$ cat config.mk
export PLATFORM = sky130hd
export DESIGN_NAME = cache_arrays
export DESIGN_NICKNAME = d
export VERILOG_FILES = /design/src/source/cache_pkg.sv /design/src/source/cache_arrays.sv
export SDC_FILE = /design/constraint.sdc
export NUM_CORES = 1
export LEC_CHECK = 0
export ABC_AREA = 1
export BUFFER_PORTS_ARGS = -buffer_cell sky130_fd_sc_hd__buf_2
export CAP_MARGIN = 20
export CORE_UTILIZATION = 40
export DETAILED_ROUTE_END_ITERATION = 6
export PLACE_DENSITY_LB_ADDON = 0.08
export SLEW_MARGIN = 20
export SYNTH_ARGS = -nofsm -noshare
export SYNTH_HDL_FRONTEND = slang
export SYNTH_SLANG_ARGS = --single-unit
$ cat constraint.sdc
create_clock -name clk -period 3.35 [get_ports clk]
set_clock_uncertainty 0.1 [all_clocks]
set_input_delay 0.67 -clock clk [delete_from_list [all_inputs] [get_ports clk]]
set_output_delay 0.67 -clock clk [all_outputs]
set_load 0.03 [all_outputs]
$ cat src/source/cache_pkg.sv
package cache_pkg;

    // Data and address widths
    localparam int WORD_W         = 16;
    localparam int ADDR_W         = 16;
    localparam int WORDS_PER_LINE = 4;
    localparam int LINE_W         = WORD_W * WORDS_PER_LINE;

    // Address split: tag | set index | word offset
    localparam int TAG_LSB = 3;
    localparam int TAG_W   = ADDR_W - TAG_LSB;
    localparam int IDX_BIT = 2;
    localparam int OFF_W   = 2;

    localparam int NUM_SETS = 2;
    localparam int NUM_WAYS = 2;

    // Backing memory
    localparam int MEM_WORDS   = 1024;
    localparam int MEM_AW      = $clog2(MEM_WORDS);
    localparam int MEM_LATENCY = 4;
    localparam int LAT_W       = $clog2(MEM_LATENCY);

    typedef enum logic [2:0] {
        IDLE,
        LOOKUP,
        MEM_READ,
        MEM_WRITE,
        WAIT_WB
    } ctrl_state_e;

    typedef enum logic {
        SIZE_WORD,
        SIZE_LINE
    } mem_size_e;

endpackage
$ cat src/source/cache_arrays.sv
`timescale 1ns/1ps

module cache_arrays (
    input  logic                          clk,
    input  logic                          reset_n,
    input  logic [cache_pkg::ADDR_W-1:0]  i_lookup_addr,
    input  logic                          i_fill,
    input  logic                          i_fill_way,
    input  logic [cache_pkg::TAG_W-1:0]   i_fill_tag,
    input  logic [cache_pkg::LINE_W-1:0]  i_fill_line,
    input  logic                          i_upd,
    input  logic                          i_upd_way,
    input  logic [cache_pkg::OFF_W-1:0]   i_upd_off,
    input  logic [cache_pkg::WORD_W-1:0]  i_upd_word,
    output logic                          o_hit,
    output logic                          o_hit_way,
    output logic [cache_pkg::LINE_W-1:0]  o_hit_line,
    output logic                          o_victim_way
);

    // Per set and way storage
    logic                           valid_q [cache_pkg::NUM_SETS][cache_pkg::NUM_WAYS];
    logic [cache_pkg::TAG_W-1:0]    tag_q   [cache_pkg::NUM_SETS][cache_pkg::NUM_WAYS];
    logic [cache_pkg::LINE_W-1:0]   line_q  [cache_pkg::NUM_SETS][cache_pkg::NUM_WAYS];

    // Least recently used way of each set
    logic                           lru_q   [cache_pkg::NUM_SETS];

    logic                           idx;
    logic [cache_pkg::TAG_W-1:0]    lookup_tag;
    logic [cache_pkg::NUM_WAYS-1:0] match;
    logic                           touch;
    logic                           touch_way;

    // All updates go to the set selected by the lookup address
    assign idx        = i_lookup_addr[cache_pkg::IDX_BIT];
    assign lookup_tag = i_lookup_addr[cache_pkg::ADDR_W-1:cache_pkg::TAG_LSB];

    always_comb begin
        for (int w = 0; w < cache_pkg::NUM_WAYS; w++) begin
            match[w] = valid_q[idx][w] && (tag_q[idx][w] == lookup_tag);
        end
    end

    assign o_hit      = |match;
    assign o_hit_way  = match[1];
    assign o_hit_line = line_q[idx][o_hit_way];

    // Invalid way 0, then invalid way 1, else the LRU way
    always_comb begin
        if (!valid_q[idx][0]) begin
            o_victim_way = 1'b0;
        end else if (!valid_q[idx][1]) begin
            o_victim_way = 1'b1;
        end else begin
            o_victim_way = lru_q[idx];
        end
    end

    // Fill or word update makes that way the most recent one
    assign touch     = i_fill || i_upd;
    assign touch_way = i_fill ? i_fill_way : i_upd_way;

    always_ff @(posedge clk) begin
        if (!reset_n) begin
            for (int s = 0; s < cache_pkg::NUM_SETS; s++) begin
                lru_q[s] <= 1'b0;
                for (int w = 0; w < cache_pkg::NUM_WAYS; w++) begin
                    valid_q[s][w] <= 1'b0;
                end
            end
        end else begin
            if (i_fill) begin
                valid_q[idx][i_fill_way] <= 1'b1;
            end
            if (touch) begin
                lru_q[idx] <= !touch_way;
            end
        end
    end

    // Tag and line payload
    always_ff @(posedge clk) begin
        if (i_fill) begin
            tag_q[idx][i_fill_way]  <= i_fill_tag;
            line_q[idx][i_fill_way] <= i_fill_line;
        end else if (i_upd) begin
            line_q[idx][i_upd_way][i_upd_off*cache_pkg::WORD_W +: cache_pkg::WORD_W]
                <= i_upd_word;
        end
    end

endmodule

==> load_flow_metrics.sql <==
INSERT INTO impl_metrics (metric_group, metric, value, unit) VALUES
('synthesis', 'synthCells', '1667', ''),
('run', 'max_cap_violations', '0', ''),
('clock_tree', 'clkLatencyLatePin', '510', 'ps'),
('place', 'placedInstanceArea', '16600', 'sq um'),
('floorplan', 'floorplan.core_area', '36790', 'sq um'),
('route', 'postRouteAntennaNets', '0', ''),
('critical_path', 'rrSetupSlack', '2670', 'ps'),
('global_routing', 'grt_pass1_wl', '63.44', 'mm'),
('critical_path', 'crit_arrival', '2470', 'ps'),
('hold_path', 'hold_path_startpoint', 'i_fill_tag[11]', ''),
('clock_tree', 'clk_pin_slew_worst_paths', '60', 'ps'),
('finish', 'finalInstanceArea', '17770', 'sq um'),
('route', 'routed_wire_length_per_instance', '18.14', 'um'),
('synthesis', 'netlist_area', '15010', 'sq um'),
('floorplan', 'die-height', '195.7', 'um'),
('critical_path', 'critical_register_to_register_path_endpoint', 'valid_q[1][1]', ''),
('floorplan', 'io_pins', '184', ''),
('synthesis', 'synthesis.nets', '1789', ''),
('global_routing', 'vias_in_the_first_global_route', '11080', ''),
('clock_tree', 'clk_root_buffer_cell', 'clkbuf_16', ''),
('critical_path', 'worst-endpoint-required', '2580', 'ps'),
('timing', 'fmax', '0.3083', 'GHz'),
('hold_path', 'hold_path_end', 'tag_q[0][24]', ''),
('critical_path', 'timing_worst_setup_path_type', 'input port to primary output', ''),
('route', 'wl', '42.53', 'mm'),
('hold_path', 'hold_class', 'input port to flip-flop', ''),
('timing', 'tns', '0', 'ps'),
('timing', 'worst_pin_slew', '911.3', 'ps'),
('critical_path', 'worst_setup_ep_type', 'primary output', ''),
('synthesis', 'unique_cell_type_count_in_the_yosys_netlist', '22', ''),
('floorplan', 'die_area', '38310', 'sq um'),
('global_routing', 'initial_antenna_violation_count', '3', ''),
('timing', 'layout_min_cycle_time', '3244', 'ps'),
('route', 'remaining_routing_drc_violations', '0', ''),
('critical_path', 'crit_start', 'i_lookup_addr[2]', ''),
('critical_path', 'regToRegStartpoint', 'valid_q[1][1]', ''),
('clock_tree', 'cts_inserted_buffers', '36', ''),
('synthesis', 'ys_seq_elements', '314', ''),
('power_and_ir_drop', 'pwr_density_cell', '516.9', 'nW/um^2'),
('outcome', 'outcome', 'complete, no violations', ''),
('timing', 'finalSetupViolations', '0', ''),
('floorplan', 'placement_rows', '70', ''),
('route', 'firstDrtPassIters', '5', ''),
('place', 'dp.final_hpwl', '26.22', 'mm'),
('finish', 'synth_to_final_area_change', '18.38', '%'),
('power_and_ir_drop', 'power.ir.vdd_worst', '330.1', 'uV'),
('clock_tree', 'tritoncts', 'yes', ''),
('synthesis', 'yosysWarningCount', '0', ''),
('synthesis', 'post_synth.cell_area_avg', '9.007', 'sq um'),
('finish', 'finalNetCount', '1968', ''),
('clock_tree', 'cts.sinks', '314', ''),
('place', 'post-place-ws', '11.57', 'ps'),
('place', 'globalplace.congestion', '0.7413', ''),
('synthesis', 'synth-seq-area-share', '62.60', '%'),
('timing', 'timing.final.max_slew_violations', '0', ''),
('synthesis', 'netlist_top_cells_area', 'edfxtp_1 62%, nand2_1 19%, o21ai_0 4.8%', ''),
('power_and_ir_drop', 'leakage', '7.620', 'nW'),
('global_routing', 'grt_remaining_overflow', '0', ''),
('hold_path', 'min_path_cells', '1', ''),
('finish', 'drive_above_1_share', '15.59', '%'),
('route', 'drt-vias-per-instance', '4.968', ''),
('timing', 'unrepaired_setup_endpoints_after_global_routing', 'true', ''),
('timing', 'fin_hold_ws', '262.0', 'ps'),
('floorplan', 'die_w', '195.7', 'um'),
('critical_path', 'worst-path-max-fanout', '19', ''),
('floorplan', 'floorplan.initialDensity', '40.82', '%'),
('timing', 'min_period_over_period', '96.83', '%'),
('finish', 'final_core_util', '48.32', '%'),
('synthesis', 'post-synth-top-area-fraction', '62.20', '%'),
('synthesis', 'yosysTopAreaCell', 'edfxtp_1', ''),
('clock_tree', 'max-clock-path-buffers', '3', ''),
('global_routing', 'grt_start_max_net_pins', '112', ''),
('place', 'numPortBuffers', '181', ''),
('route', 'num_vias', '11650', ''),
('critical_path', 'timing.reg2reg.worst_path_depth', '1', ''),
('critical_path', 'crit_path_start_kind', 'input port', ''),
('timing', 'slew_headroom', '39.25', '%'),
('global_routing', 'gr-usage-all-layers', '22.13', '%'),
('clock_tree', 'clock_tree.htree_level_count', '2', ''),
('route', 'first_drt_iteration_drcs', '681', ''),
('timing', 'postLayoutSetupSlackWorst', '106.1', 'ps'),
('timing', 'hold_viol_final', '0', '');
[through the flow]
stage	power [mW]	std cells
6_report	9.187	2344
5_1_grt	9.516	2342
4_1_cts	9.236	2337
3_5_place_dp	5.712	2272
3_3_place_gp	5.695	2272
2_1_floorplan	5.309	1667
[layout make-up]
class | instances | area (sq um)
Fill cell | 3464 | 19010
Sequential cell | 314 | 9399
Multi-Input combinational cell | 1127 | 4738
Timing Repair Buffer | 234 | 1491
Clock buffer | 53 | 985.9
Tap cell | 468 | 585.6
Inverter | 133 | 506.7
Clock inverter | 12 | 58.81
Antenna cell | 3 | 7.507
[timing repair]
item | 4_1_cts | 5_1_grt
setup buffers | 0 | 2
setup endpoints to repair | 0 | 66
hold buffers | 0 | 0
resized for setup | 0 | 22
[flip-flops by register name, summed over array words and instances, names as in the netlist]
signal	count
line_q	256
lru_q	2
valid_q	4
tag_q	52
[cells by family after synthesis]
kind of cell	share of synthesized area [%]
fa+ha+maj	0.4167
xor+xnor	0.1167
flops	62.60
compound gates	5.708
simple gates	24.90
buf+inv	6.258
[power by group]
part	total, mW	switching (mW)	internal (mW)
combinational	1.02	0.722	0.297
sequential	4.61	0.0472	4.57
clock	3.55	1.51	2.04
[critical path, stage by stage]
cell       delay, ps
buf_6            120
buf_16           160
nand2_1           90
nand2_1           60
nand2_1           50
nand2_1           70
nor2_2           150
nand2_1          100
nor2_4           220
buf_4            170
clkbuf_16        200
nand3_1           80
nand2_1          110
clkbuf_4         200
[layer usage]
metal  part of all wire, %  vias to the layer above  track usage [%]
li1                      -                     5802                -
met1                    45                     5470            29.56
met2                    46                      303            36.76
met3                   5.2                       69            3.455
met4                   3.0                        2            7.610
met5                 0.035                        -                0
[cells in the final DEF (no fill, tap or decap), types with 3 or more instances in the layout]
cell type,instances
nand2_1,766
edfxtp_1,311
buf_2,169
o21ai_0,144
inv_1,131
nand3_1,86
nor2_1,51
buf_4,46
clkbuf_16,39
nor3_1,34
a21oi_1,17
clkbuf_1,16
nor3_2,8
clkinv_1,8
clkbuf_4,7
buf_12,6
ha_1,5
o211ai_1,4
diode_2,3
clkinv_2,3
dfxtp_1,3
[worst max path at each step]
stage	to	slack, ps	cells after the start
after floorplan	o_victim_way	530	6
after global placement	o_hit_line[0]	20	13
after detailed placement	o_hit_line[0]	10	13
after CTS	o_hit_line[0]	0.8	13
after global routing	o_hit_line[0]	-20	14
final	o_hit_line[48]	110	14
[Yosys cell counts]
master and n:
inv_1 131, o211ai_1 4, buf_6 5, buf_1 2
inv_2 1, clkinv_1 1, nand3_1 86, nor3_1 42
buf_4 8, edfxtp_1 311, dfxtp_1 3, o21a_1 2
ha_1 5, xor2_1 2, or2_2 2, nand2_1 768
nor2_1 54, buf_2 19, a21oi_1 17, clkbuf_1 59
o21ai_0 144, a31oi_1 1
No activity file was read; power rests on OpenSTA's default activity.
