### src/source/cache_pkg.sv
package cache_pkg;

    // Data and address widths
    localparam int WORD_W         = 16;
    localparam int ADDR_W         = 16;
    localparam int WORDS_PER_LINE = 4;
    localparam int LINE_W         = WORD_W * WORDS_PER_LINE;

    // Address split: tag | set index | word offset
    localparam int TAG_LSB = 3;
    localparam int TAG_W   = ADDR_W - TAG_LSB;
    localparam int IDX_BIT = 2;
    localparam int OFF_W   = 2;

    localparam int NUM_SETS = 2;
    localparam int NUM_WAYS = 2;

    // Backing memory
    localparam int MEM_WORDS   = 1024;
    localparam int MEM_AW      = $clog2(MEM_WORDS);
    localparam int MEM_LATENCY = 4;
    localparam int LAT_W       = $clog2(MEM_LATENCY);

    typedef enum logic [2:0] {
        IDLE,
        LOOKUP,
        MEM_READ,
        MEM_WRITE,
        WAIT_WB
    } ctrl_state_e;

    typedef enum logic {
        SIZE_WORD,
        SIZE_LINE
    } mem_size_e;

endpackage
### src/source/mem_if.sv
`timescale 1ns/1ps

interface mem_if;

    // Request side, one-cycle strobes
    logic                            rd;
    logic                            wr;
    logic [cache_pkg::ADDR_W-1:0]    addr;
    cache_pkg::mem_size_e            size;
    logic [cache_pkg::LINE_W-1:0]    wdata;

    // Response side
    logic [cache_pkg::LINE_W-1:0]    rdata;
    logic                            ack;

    modport ctrl (
        output rd,
        output wr,
        output addr,
        output size,
        output wdata,
        input  rdata,
        input  ack
    );

    modport mem (
        input  rd,
        input  wr,
        input  addr,
        input  size,
        input  wdata,
        output rdata,
        output ack
    );

endinterface

### src/source/cache_ctrl.sv
`timescale 1ns/1ps

module cache_ctrl (
    input  logic                          clk,
    input  logic                          reset_n,
    input  logic                          i_read,
    input  logic                          i_write,
    input  logic [cache_pkg::ADDR_W-1:0]  i_addr,
    input  logic [cache_pkg::WORD_W-1:0]  i_wdata,
    output logic                          o_ready,
    output logic                          o_done,
    output logic                          o_hit,
    output logic [cache_pkg::WORD_W-1:0]  o_rdata,
    mem_if.ctrl                           mem,
    output logic [cache_pkg::ADDR_W-1:0]  o_lookup_addr,
    input  logic                          i_hit,
    input  logic                          i_hit_way,
    input  logic [cache_pkg::LINE_W-1:0]  i_hit_line,
    input  logic                          i_victim_way,
    output logic                          o_fill,
    output logic                          o_fill_way,
    output logic [cache_pkg::TAG_W-1:0]   o_fill_tag,
    output logic [cache_pkg::LINE_W-1:0]  o_fill_line,
    output logic                          o_upd,
    output logic                          o_upd_way,
    output logic [cache_pkg::OFF_W-1:0]   o_upd_off,
    output logic [cache_pkg::WORD_W-1:0]  o_upd_word
);

    cache_pkg::ctrl_state_e         state_q;
    cache_pkg::ctrl_state_e         state_d;

    // Request captured at acceptance
    logic [cache_pkg::ADDR_W-1:0]   req_addr_q;
    logic [cache_pkg::WORD_W-1:0]   req_wdata_q;
    logic                           req_write_q;

    // Line write still waiting for its ack
    logic                           wb_pending_q;
    logic                           wb_busy;

    logic                           accept;
    logic [cache_pkg::OFF_W-1:0]    req_off;
    logic [cache_pkg::ADDR_W-1:0]   line_addr;
    logic [cache_pkg::LINE_W-1:0]   merged_line;

    logic                           issue_rd;
    logic                           issue_wr;
    cache_pkg::mem_size_e           issue_size;
    logic [cache_pkg::ADDR_W-1:0]   issue_addr;
    logic [cache_pkg::LINE_W-1:0]   issue_wdata;
    logic                           done_d;
    logic                           hit_d;
    logic [cache_pkg::WORD_W-1:0]   rdata_d;

    assign o_ready = (state_q == cache_pkg::IDLE);
    assign accept  = o_ready && (i_read || i_write);

    assign req_off   = req_addr_q[cache_pkg::OFF_W-1:0];
    assign line_addr = {req_addr_q[cache_pkg::ADDR_W-1:cache_pkg::OFF_W],
                        {cache_pkg::OFF_W{1'b0}}};

    // An ack in this cycle frees memory for a request issued now
    assign wb_busy = wb_pending_q && !mem.ack;

    // Array side
    assign o_lookup_addr = req_addr_q;
    assign o_fill_way    = i_victim_way;
    assign o_fill_tag    = req_addr_q[cache_pkg::ADDR_W-1:cache_pkg::TAG_LSB];
    assign o_fill_line   = mem.rdata;
    assign o_upd_way     = i_hit_way;
    assign o_upd_off     = req_off;
    assign o_upd_word    = req_wdata_q;

    // Hit line with the new word dropped in
    always_comb begin
        merged_line = i_hit_line;
        merged_line[req_off*cache_pkg::WORD_W +: cache_pkg::WORD_W] = req_wdata_q;
    end

    always_comb begin
        state_d     = state_q;
        issue_rd    = 1'b0;
        issue_wr    = 1'b0;
        issue_size  = cache_pkg::SIZE_LINE;
        issue_addr  = line_addr;
        issue_wdata = merged_line;
        done_d      = 1'b0;
        hit_d       = 1'b0;
        rdata_d     = i_hit_line[req_off*cache_pkg::WORD_W +: cache_pkg::WORD_W];
        o_fill      = 1'b0;
        o_upd       = 1'b0;

        case (state_q)
            cache_pkg::IDLE: begin
                if (accept) begin
                    state_d = cache_pkg::LOOKUP;
                end
            end
            cache_pkg::LOOKUP: begin
                if (!req_write_q && i_hit) begin
                    // Read hit, allowed during an in-flight line write
                    done_d  = 1'b1;
                    hit_d   = 1'b1;
                    state_d = cache_pkg::IDLE;
                end else if (wb_busy) begin
                    state_d = cache_pkg::WAIT_WB;
                end else if (!req_write_q) begin
                    issue_rd = 1'b1;
                    state_d  = cache_pkg::MEM_READ;
                end else if (i_hit) begin
                    // Write hit: update the line and write it through
                    o_upd    = 1'b1;
                    issue_wr = 1'b1;
                    done_d   = 1'b1;
                    hit_d    = 1'b1;
                    state_d  = cache_pkg::IDLE;
                end else begin
                    // Write miss, single word, no allocate
                    issue_wr    = 1'b1;
                    issue_size  = cache_pkg::SIZE_WORD;
                    issue_addr  = req_addr_q;
                    issue_wdata = {{(cache_pkg::LINE_W-cache_pkg::WORD_W){1'b0}}, req_wdata_q};
                    state_d     = cache_pkg::MEM_WRITE;
                end
            end
            cache_pkg::WAIT_WB: begin
                // Re-run the lookup once memory is free
                if (mem.ack) begin
                    state_d = cache_pkg::LOOKUP;
                end
            end
            cache_pkg::MEM_READ: begin
                if (mem.ack) begin
                    o_fill  = 1'b1;
                    done_d  = 1'b1;
                    rdata_d = mem.rdata[req_off*cache_pkg::WORD_W +: cache_pkg::WORD_W];
                    state_d = cache_pkg::IDLE;
                end
            end
            cache_pkg::MEM_WRITE: begin
                if (mem.ack) begin
                    done_d  = 1'b1;
                    state_d = cache_pkg::IDLE;
                end
            end
            default: begin
                state_d = cache_pkg::IDLE;
            end
        endcase
    end

    always_ff @(posedge clk) begin
        if (!reset_n) begin
            state_q      <= cache_pkg::IDLE;
            wb_pending_q <= 1'b0;
            o_done       <= 1'b0;
            o_hit        <= 1'b0;
            mem.rd       <= 1'b0;
            mem.wr       <= 1'b0;
        end else begin
            state_q <= state_d;
            o_done  <= done_d;
            o_hit   <= hit_d;
            mem.rd  <= issue_rd;
            mem.wr  <= issue_wr;
            // New line write wins over the ack of the previous one
            if (issue_wr && (issue_size == cache_pkg::SIZE_LINE)) begin
                wb_pending_q <= 1'b1;
            end else if (mem.ack) begin
                wb_pending_q <= 1'b0;
            end
        end
    end

    always_ff @(posedge clk) begin
        if (accept) begin
            req_addr_q  <= i_addr;
            req_wdata_q <= i_wdata;
            req_write_q <= i_write;
        end
        if (issue_rd || issue_wr) begin
            mem.addr  <= issue_addr;
            mem.size  <= issue_size;
            mem.wdata <= issue_wdata;
        end
        if (done_d) begin
            o_rdata <= rdata_d;
        end
    end

endmodule

### src/flat_wrapper.sv
// flat-port wrapper written by rule: the top's interface ports become plain ports
module cache_ctrl_flat 
  (clk, reset_n, i_read, i_write, i_addr, i_wdata, o_ready, o_done, o_hit, o_rdata, o_lookup_addr, i_hit, i_hit_way, i_hit_line, i_victim_way, o_fill, o_fill_way, o_fill_tag, o_fill_line, o_upd, o_upd_way, o_upd_off, o_upd_word, mem_rd, mem_wr, mem_addr, mem_size, mem_wdata, mem_rdata, mem_ack);
  mem_if mem_i ();
  input  logic clk;
  input  logic reset_n;
  input  logic i_read;
  input  logic i_write;
  input  logic [cache_pkg::ADDR_W-1:0] i_addr;
  input  logic [cache_pkg::WORD_W-1:0] i_wdata;
  output logic o_ready;
  output logic o_done;
  output logic o_hit;
  output logic [cache_pkg::WORD_W-1:0] o_rdata;
  output logic [cache_pkg::ADDR_W-1:0] o_lookup_addr;
  input  logic i_hit;
  input  logic i_hit_way;
  input  logic [cache_pkg::LINE_W-1:0] i_hit_line;
  input  logic i_victim_way;
  output logic o_fill;
  output logic o_fill_way;
  output logic [cache_pkg::TAG_W-1:0] o_fill_tag;
  output logic [cache_pkg::LINE_W-1:0] o_fill_line;
  output logic o_upd;
  output logic o_upd_way;
  output logic [cache_pkg::OFF_W-1:0] o_upd_off;
  output logic [cache_pkg::WORD_W-1:0] o_upd_word;
  output wire logic [$bits(mem_i.rd)-1:0] mem_rd;
  output wire logic [$bits(mem_i.wr)-1:0] mem_wr;
  output wire logic [$bits(mem_i.addr)-1:0] mem_addr;
  output wire logic [$bits(mem_i.size)-1:0] mem_size;
  output wire logic [$bits(mem_i.wdata)-1:0] mem_wdata;
  input wire logic [$bits(mem_i.rdata)-1:0] mem_rdata;
  input wire logic [$bits(mem_i.ack)-1:0] mem_ack;
  assign mem_rd = mem_i.rd;
  assign mem_wr = mem_i.wr;
  assign mem_addr = mem_i.addr;
  assign mem_size = mem_i.size;
  assign mem_wdata = mem_i.wdata;
  assign mem_i.rdata = mem_rdata;
  assign mem_i.ack = mem_ack;
  cache_ctrl u_core (.clk(clk), .reset_n(reset_n), .i_read(i_read), .i_write(i_write), .i_addr(i_addr), .i_wdata(i_wdata), .o_ready(o_ready), .o_done(o_done), .o_hit(o_hit), .o_rdata(o_rdata), .mem(mem_i), .o_lookup_addr(o_lookup_addr), .i_hit(i_hit), .i_hit_way(i_hit_way), .i_hit_line(i_hit_line), .i_victim_way(i_victim_way), .o_fill(o_fill), .o_fill_way(o_fill_way), .o_fill_tag(o_fill_tag), .o_fill_line(o_fill_line), .o_upd(o_upd), .o_upd_way(o_upd_way), .o_upd_off(o_upd_off), .o_upd_word(o_upd_word));
endmodule
### config.mk
export PLATFORM = sky130hd
export DESIGN_NAME = cache_ctrl_flat
export DESIGN_NICKNAME = d
export VERILOG_FILES = /design/src/source/cache_pkg.sv /design/src/source/mem_if.sv /design/src/source/cache_ctrl.sv /design/src/flat_wrapper.sv
export SDC_FILE = /design/constraint.sdc
export NUM_CORES = 1
export LEC_CHECK = 0
export ABC_CLOCK_PERIOD_IN_PS = 6300
export BUFFER_PORTS_ARGS = -buffer_cell sky130_fd_sc_hd__buf_2
export CAP_MARGIN = 30
export CORE_AREA = 2 2 148 150
export CTS_CLUSTER_DIAMETER = 30
export DETAILED_ROUTE_END_ITERATION = 8
export DIE_AREA = 0 0 150 152
export PLACE_DENSITY_LB_ADDON = 0.12
export SLEW_MARGIN = 10
export SYNTH_ARGS = -nofsm -noshare
export SYNTH_HDL_FRONTEND = slang
export SYNTH_SLANG_ARGS = --single-unit
### constraint.sdc
create_clock -name clk -period 6.3 [get_ports clk]
set_input_delay 0.315 -clock clk [delete_from_list [all_inputs] [get_ports clk]]
set_output_delay 0.315 -clock clk [all_outputs]
set_load 0.005 [all_outputs]
==> results.cfg <==
[cts]
cts_tree = done
cts_made_buffers = 17
cts_hold_buf = 0
clock_latency_ns = 0.42
cts-root-buf = clkbuf_16
clock_path_buffers = 2
ctsResizeCount = 0
cts_sinks = 138
h-tree-depth = 4
cts_setup_buffers = 0
clk_pin_slew_ns = 0.06

[finish]
final_common_cell = buf_2
final_layout_size_suffix_gt1_share_pct = 58.0
layout_common_cells = buf_2 (380), edfxtp_1 (130), nor2_1 (52), a21oi_1 (50), nor2b_1 (49)
syn_to_final_growth_pct = 33.2
final_util_pct = 43.6
fin_nets = 987

[yosys]
ys_types = 38
ys_seq_elements = 138
syn-cell-area_sq_mm = 0.00699
yosysSeqAreaShare_pct = 58.1
synthCells = 514
synthesis.nets = 687
synth_warnings = 0
syn_area_per_cell_sq_um = 13.6

[drt]
wl_met1_um = 9980
top_layer = met4
routed_wirelength_um = 23800
firstDrtPassIters = 4
drc = 0
ant_nets = 0
vias = 5421
dr_wl_met2_um = 11400
viasPerCell = 4.88
wire_per_inst_um = 21.4
drt_iter0_drc = 356
met3_wirelength_um = 1870

[power]
ir_drop_v = 0.000173
pwr-share-clk_pct = 38.3
p_sw_w = 0.000747
p_int_w = 0.00205
swShare_pct = 26.7
seqPwrFrac_pct = 42.7
combPwrFrac_pct = 19.0
p_leak_nw = 3.97
p_per_area_mw_per_mm2 = 301

[worst_setup_path]
cp.arrival_ns = 3.42
regToRegEndpoint = u_core.mem.wdata[25]$_DFFE_PP_
cp_cell_sequence = inv_1 -> ha_1 -> and4b_1 -> a21oi_1 -> nor2_1
cp.required_ns = 6.58
critical_path_class = flop to flop
worstSetupStartpoint = u_core.o_lookup_addr[1]$_DFFE_PP_
worstSetupEndpointType = flop
cp-start-kind = flop
timing.rr.start = u_core.o_lookup_addr[1]$_DFFE_PP_
cp_slowest_stage_delay_ns = 0.87
path_max_fanout = 19
ff2ff_setup_slack_ns = 3.16
crit_slowest_cell = and4b_1
r2r_cells = 5

[sta]
setup_viol = 0
rsz0062_at_grt = false
finalMaxSlewViolations = 0
period_share_pct = 49.9
final.min_clock_period_ns = 3.14
fin_ws_ns = 3.16
fmax_mhz = 318
worst_slew_pin_slew_ns = 0.936
hold_viol_final = 0
skew_ns = 0.00405
timing.hold.ws_ns = 0.0632
max-slew-margin-rel_pct = 37.5
finalSetupTns_ns = 0

[global_route]
grt_start_max_net_pins = 63
overflow = 0
grt_pass1_wl_um = 34400
antenna_found_initial = 4
grt_use_total_pct = 20.6
first_global_vias = 5592

[min_path]
hold_start = i_wdata[3]
hold-path-cell-count = 1
worstHoldPathType = primary input to flop
hold_end = u_core.o_upd_word[3]$_DFFE_PP_

[placed_design]
io_buffer_count = 380
gp_congestion = 0.847
place_hpwl_um = 17800
pre_cts_slack_ns = 3.10

[outcome]
outcome = complete, no violations

[die]
num_rows = 54
fp.dieH_um = 152
core_area_sq_mm = 0.0214
die_area_sq_mm = 0.0228
fp.dieW_um = 150
start_util_pct = 32.7
pin_count = 385

[run]
max_cap_viol_count = 0
[state kept, by name, summed over array words and instances (netlist names)]
register	flops
u_core.o_lookup_addr	16
u_core.o_hit	1
u_core.wb_pending_q	1
u_core.o_done	1
u_core.mem.wr	1
u_core.o_rdata	16
u_core.o_upd_word	16
u_core.mem.rd	1
u_core.mem.wdata	64
u_core.mem.size	1
u_core.state_q	3
u_core.mem.addr	16
u_core.req_write_q	1
[worst max-delay path: cells and delay by family (launching register included)]
family	cells	cell delay, ns
AOI/OAI and AO/OA	1	0.19
DFF	1	0.75
adders and majority gates	1	0.77
buffers and inverters	1	0.27
and+or+nand+nor	2	1.00
[cell type report]
class | count | area [sq um]
inverters | 6 | 22.5
clock inverters | 14 | 198
multi-input cells | 260 | 2210
well taps | 280 | 350
fillers | 2111 | 12000
diodes | 4 | 10.0
flip-flops and latches | 138 | 4060
repair buffers | 391 | 2030
clock buffers | 18 | 429
[cells by family (layout without fill, tap and decap cells)]
kind of cell	after synthesis	after routing	share of synthesized area (%)
and+or+nand+nor	129	129	9.81
buffers and inverters	116	429	11.0
adders and majority gates	5	5	0.895
muxes	48	48	12.9
DFF	138	138	58.1
AOI/OAI and AO/OA	78	78	7.32
other	0	4	0
[power groups by stage]
stage | combinational, W | clock [W] | sequential [W]
after floorplan | 0.000288 | 0 | 0.00122
after detailed placement | 0.000532 | 0 | 0.00122
after global placement | 0.000517 | 0 | 0.00122
final | 0.000531 | 0.00107 | 0.00120
after CTS | 0.000534 | 0.00110 | 0.00120
after global routing | 0.000580 | 0.00114 | 0.00121
[metrics by stage]
stage	std cells	total power, W	area (sq um)
2_1_floorplan	514	0.00150	6990
5_1_grt	1108	0.00293	9310
3_3_place_gp	1071	0.00173	8600
3_5_place_dp	1072	0.00175	8630
4_1_cts	1104	0.00283	9260
6_report	1111	0.00280	9310
[synthesized netlist by cell type]
master	count	area, sq um
mux2_2	16	180
or3b_4	1	11.3
buf_6	1	11.3
and4b_1	1	10.0
a211oi_1	1	7.51
nand2_1	5	18.8
dfxtp_1	8	160
a211o_1	1	8.76
o2111a_1	1	11.3
nand3_1	1	5.00
nor2_1	53	199
a22o_1	16	140
inv_1	6	22.5
edfxtp_1	130	3900
buf_4	82	616
o21a_1	1	7.51
nand2b_1	4	25.0
mux4_2	32	721
ha_1	5	62.6
a41oi_1	1	8.76
nor3_2	2	20.0
and2_1	1	6.26
o31a_1	1	8.76
buf_1	1	3.75
o31ai_4	1	21.3
a21oi_1	51	255
nor2b_1	49	307
o21bai_1	1	7.51
clkbuf_1	13	48.8
nor3_1	4	20.0
o22ai_1	1	6.26
nor3b_1	1	7.51
nor4bb_1	2	20.0
nor4_1	4	25.0
buf_2	13	65.1
o31a_4	1	17.5
o221a_1	1	11.3
or4bb_1	1	11.3
[worst max path at each step]
stage	slack, ns	end
after global placement	3.18	u_core.mem.wdata[25]$_DFFE_PP_
after floorplan	0.98	u_core.mem.addr[0]$_SDFFCE_PP0P_
after CTS	3.10	u_core.mem.wdata[18]$_DFFE_PP_
after global routing	2.96	u_core.mem.wdata[25]$_DFFE_PP_
final	3.16	u_core.mem.wdata[25]$_DFFE_PP_
after detailed placement	3.10	u_core.mem.wdata[18]$_DFFE_PP_
[routing by layer]
metal | global-route usage, % | vias to the layer above
li1 | - | 2434
met1 | 26.5 | 2695
met2 | 33.2 | 268
met3 | 6.16 | 24
met4 | 6.69 | 0
met5 | 0 | -
Power figures use the tool's default switching activity.
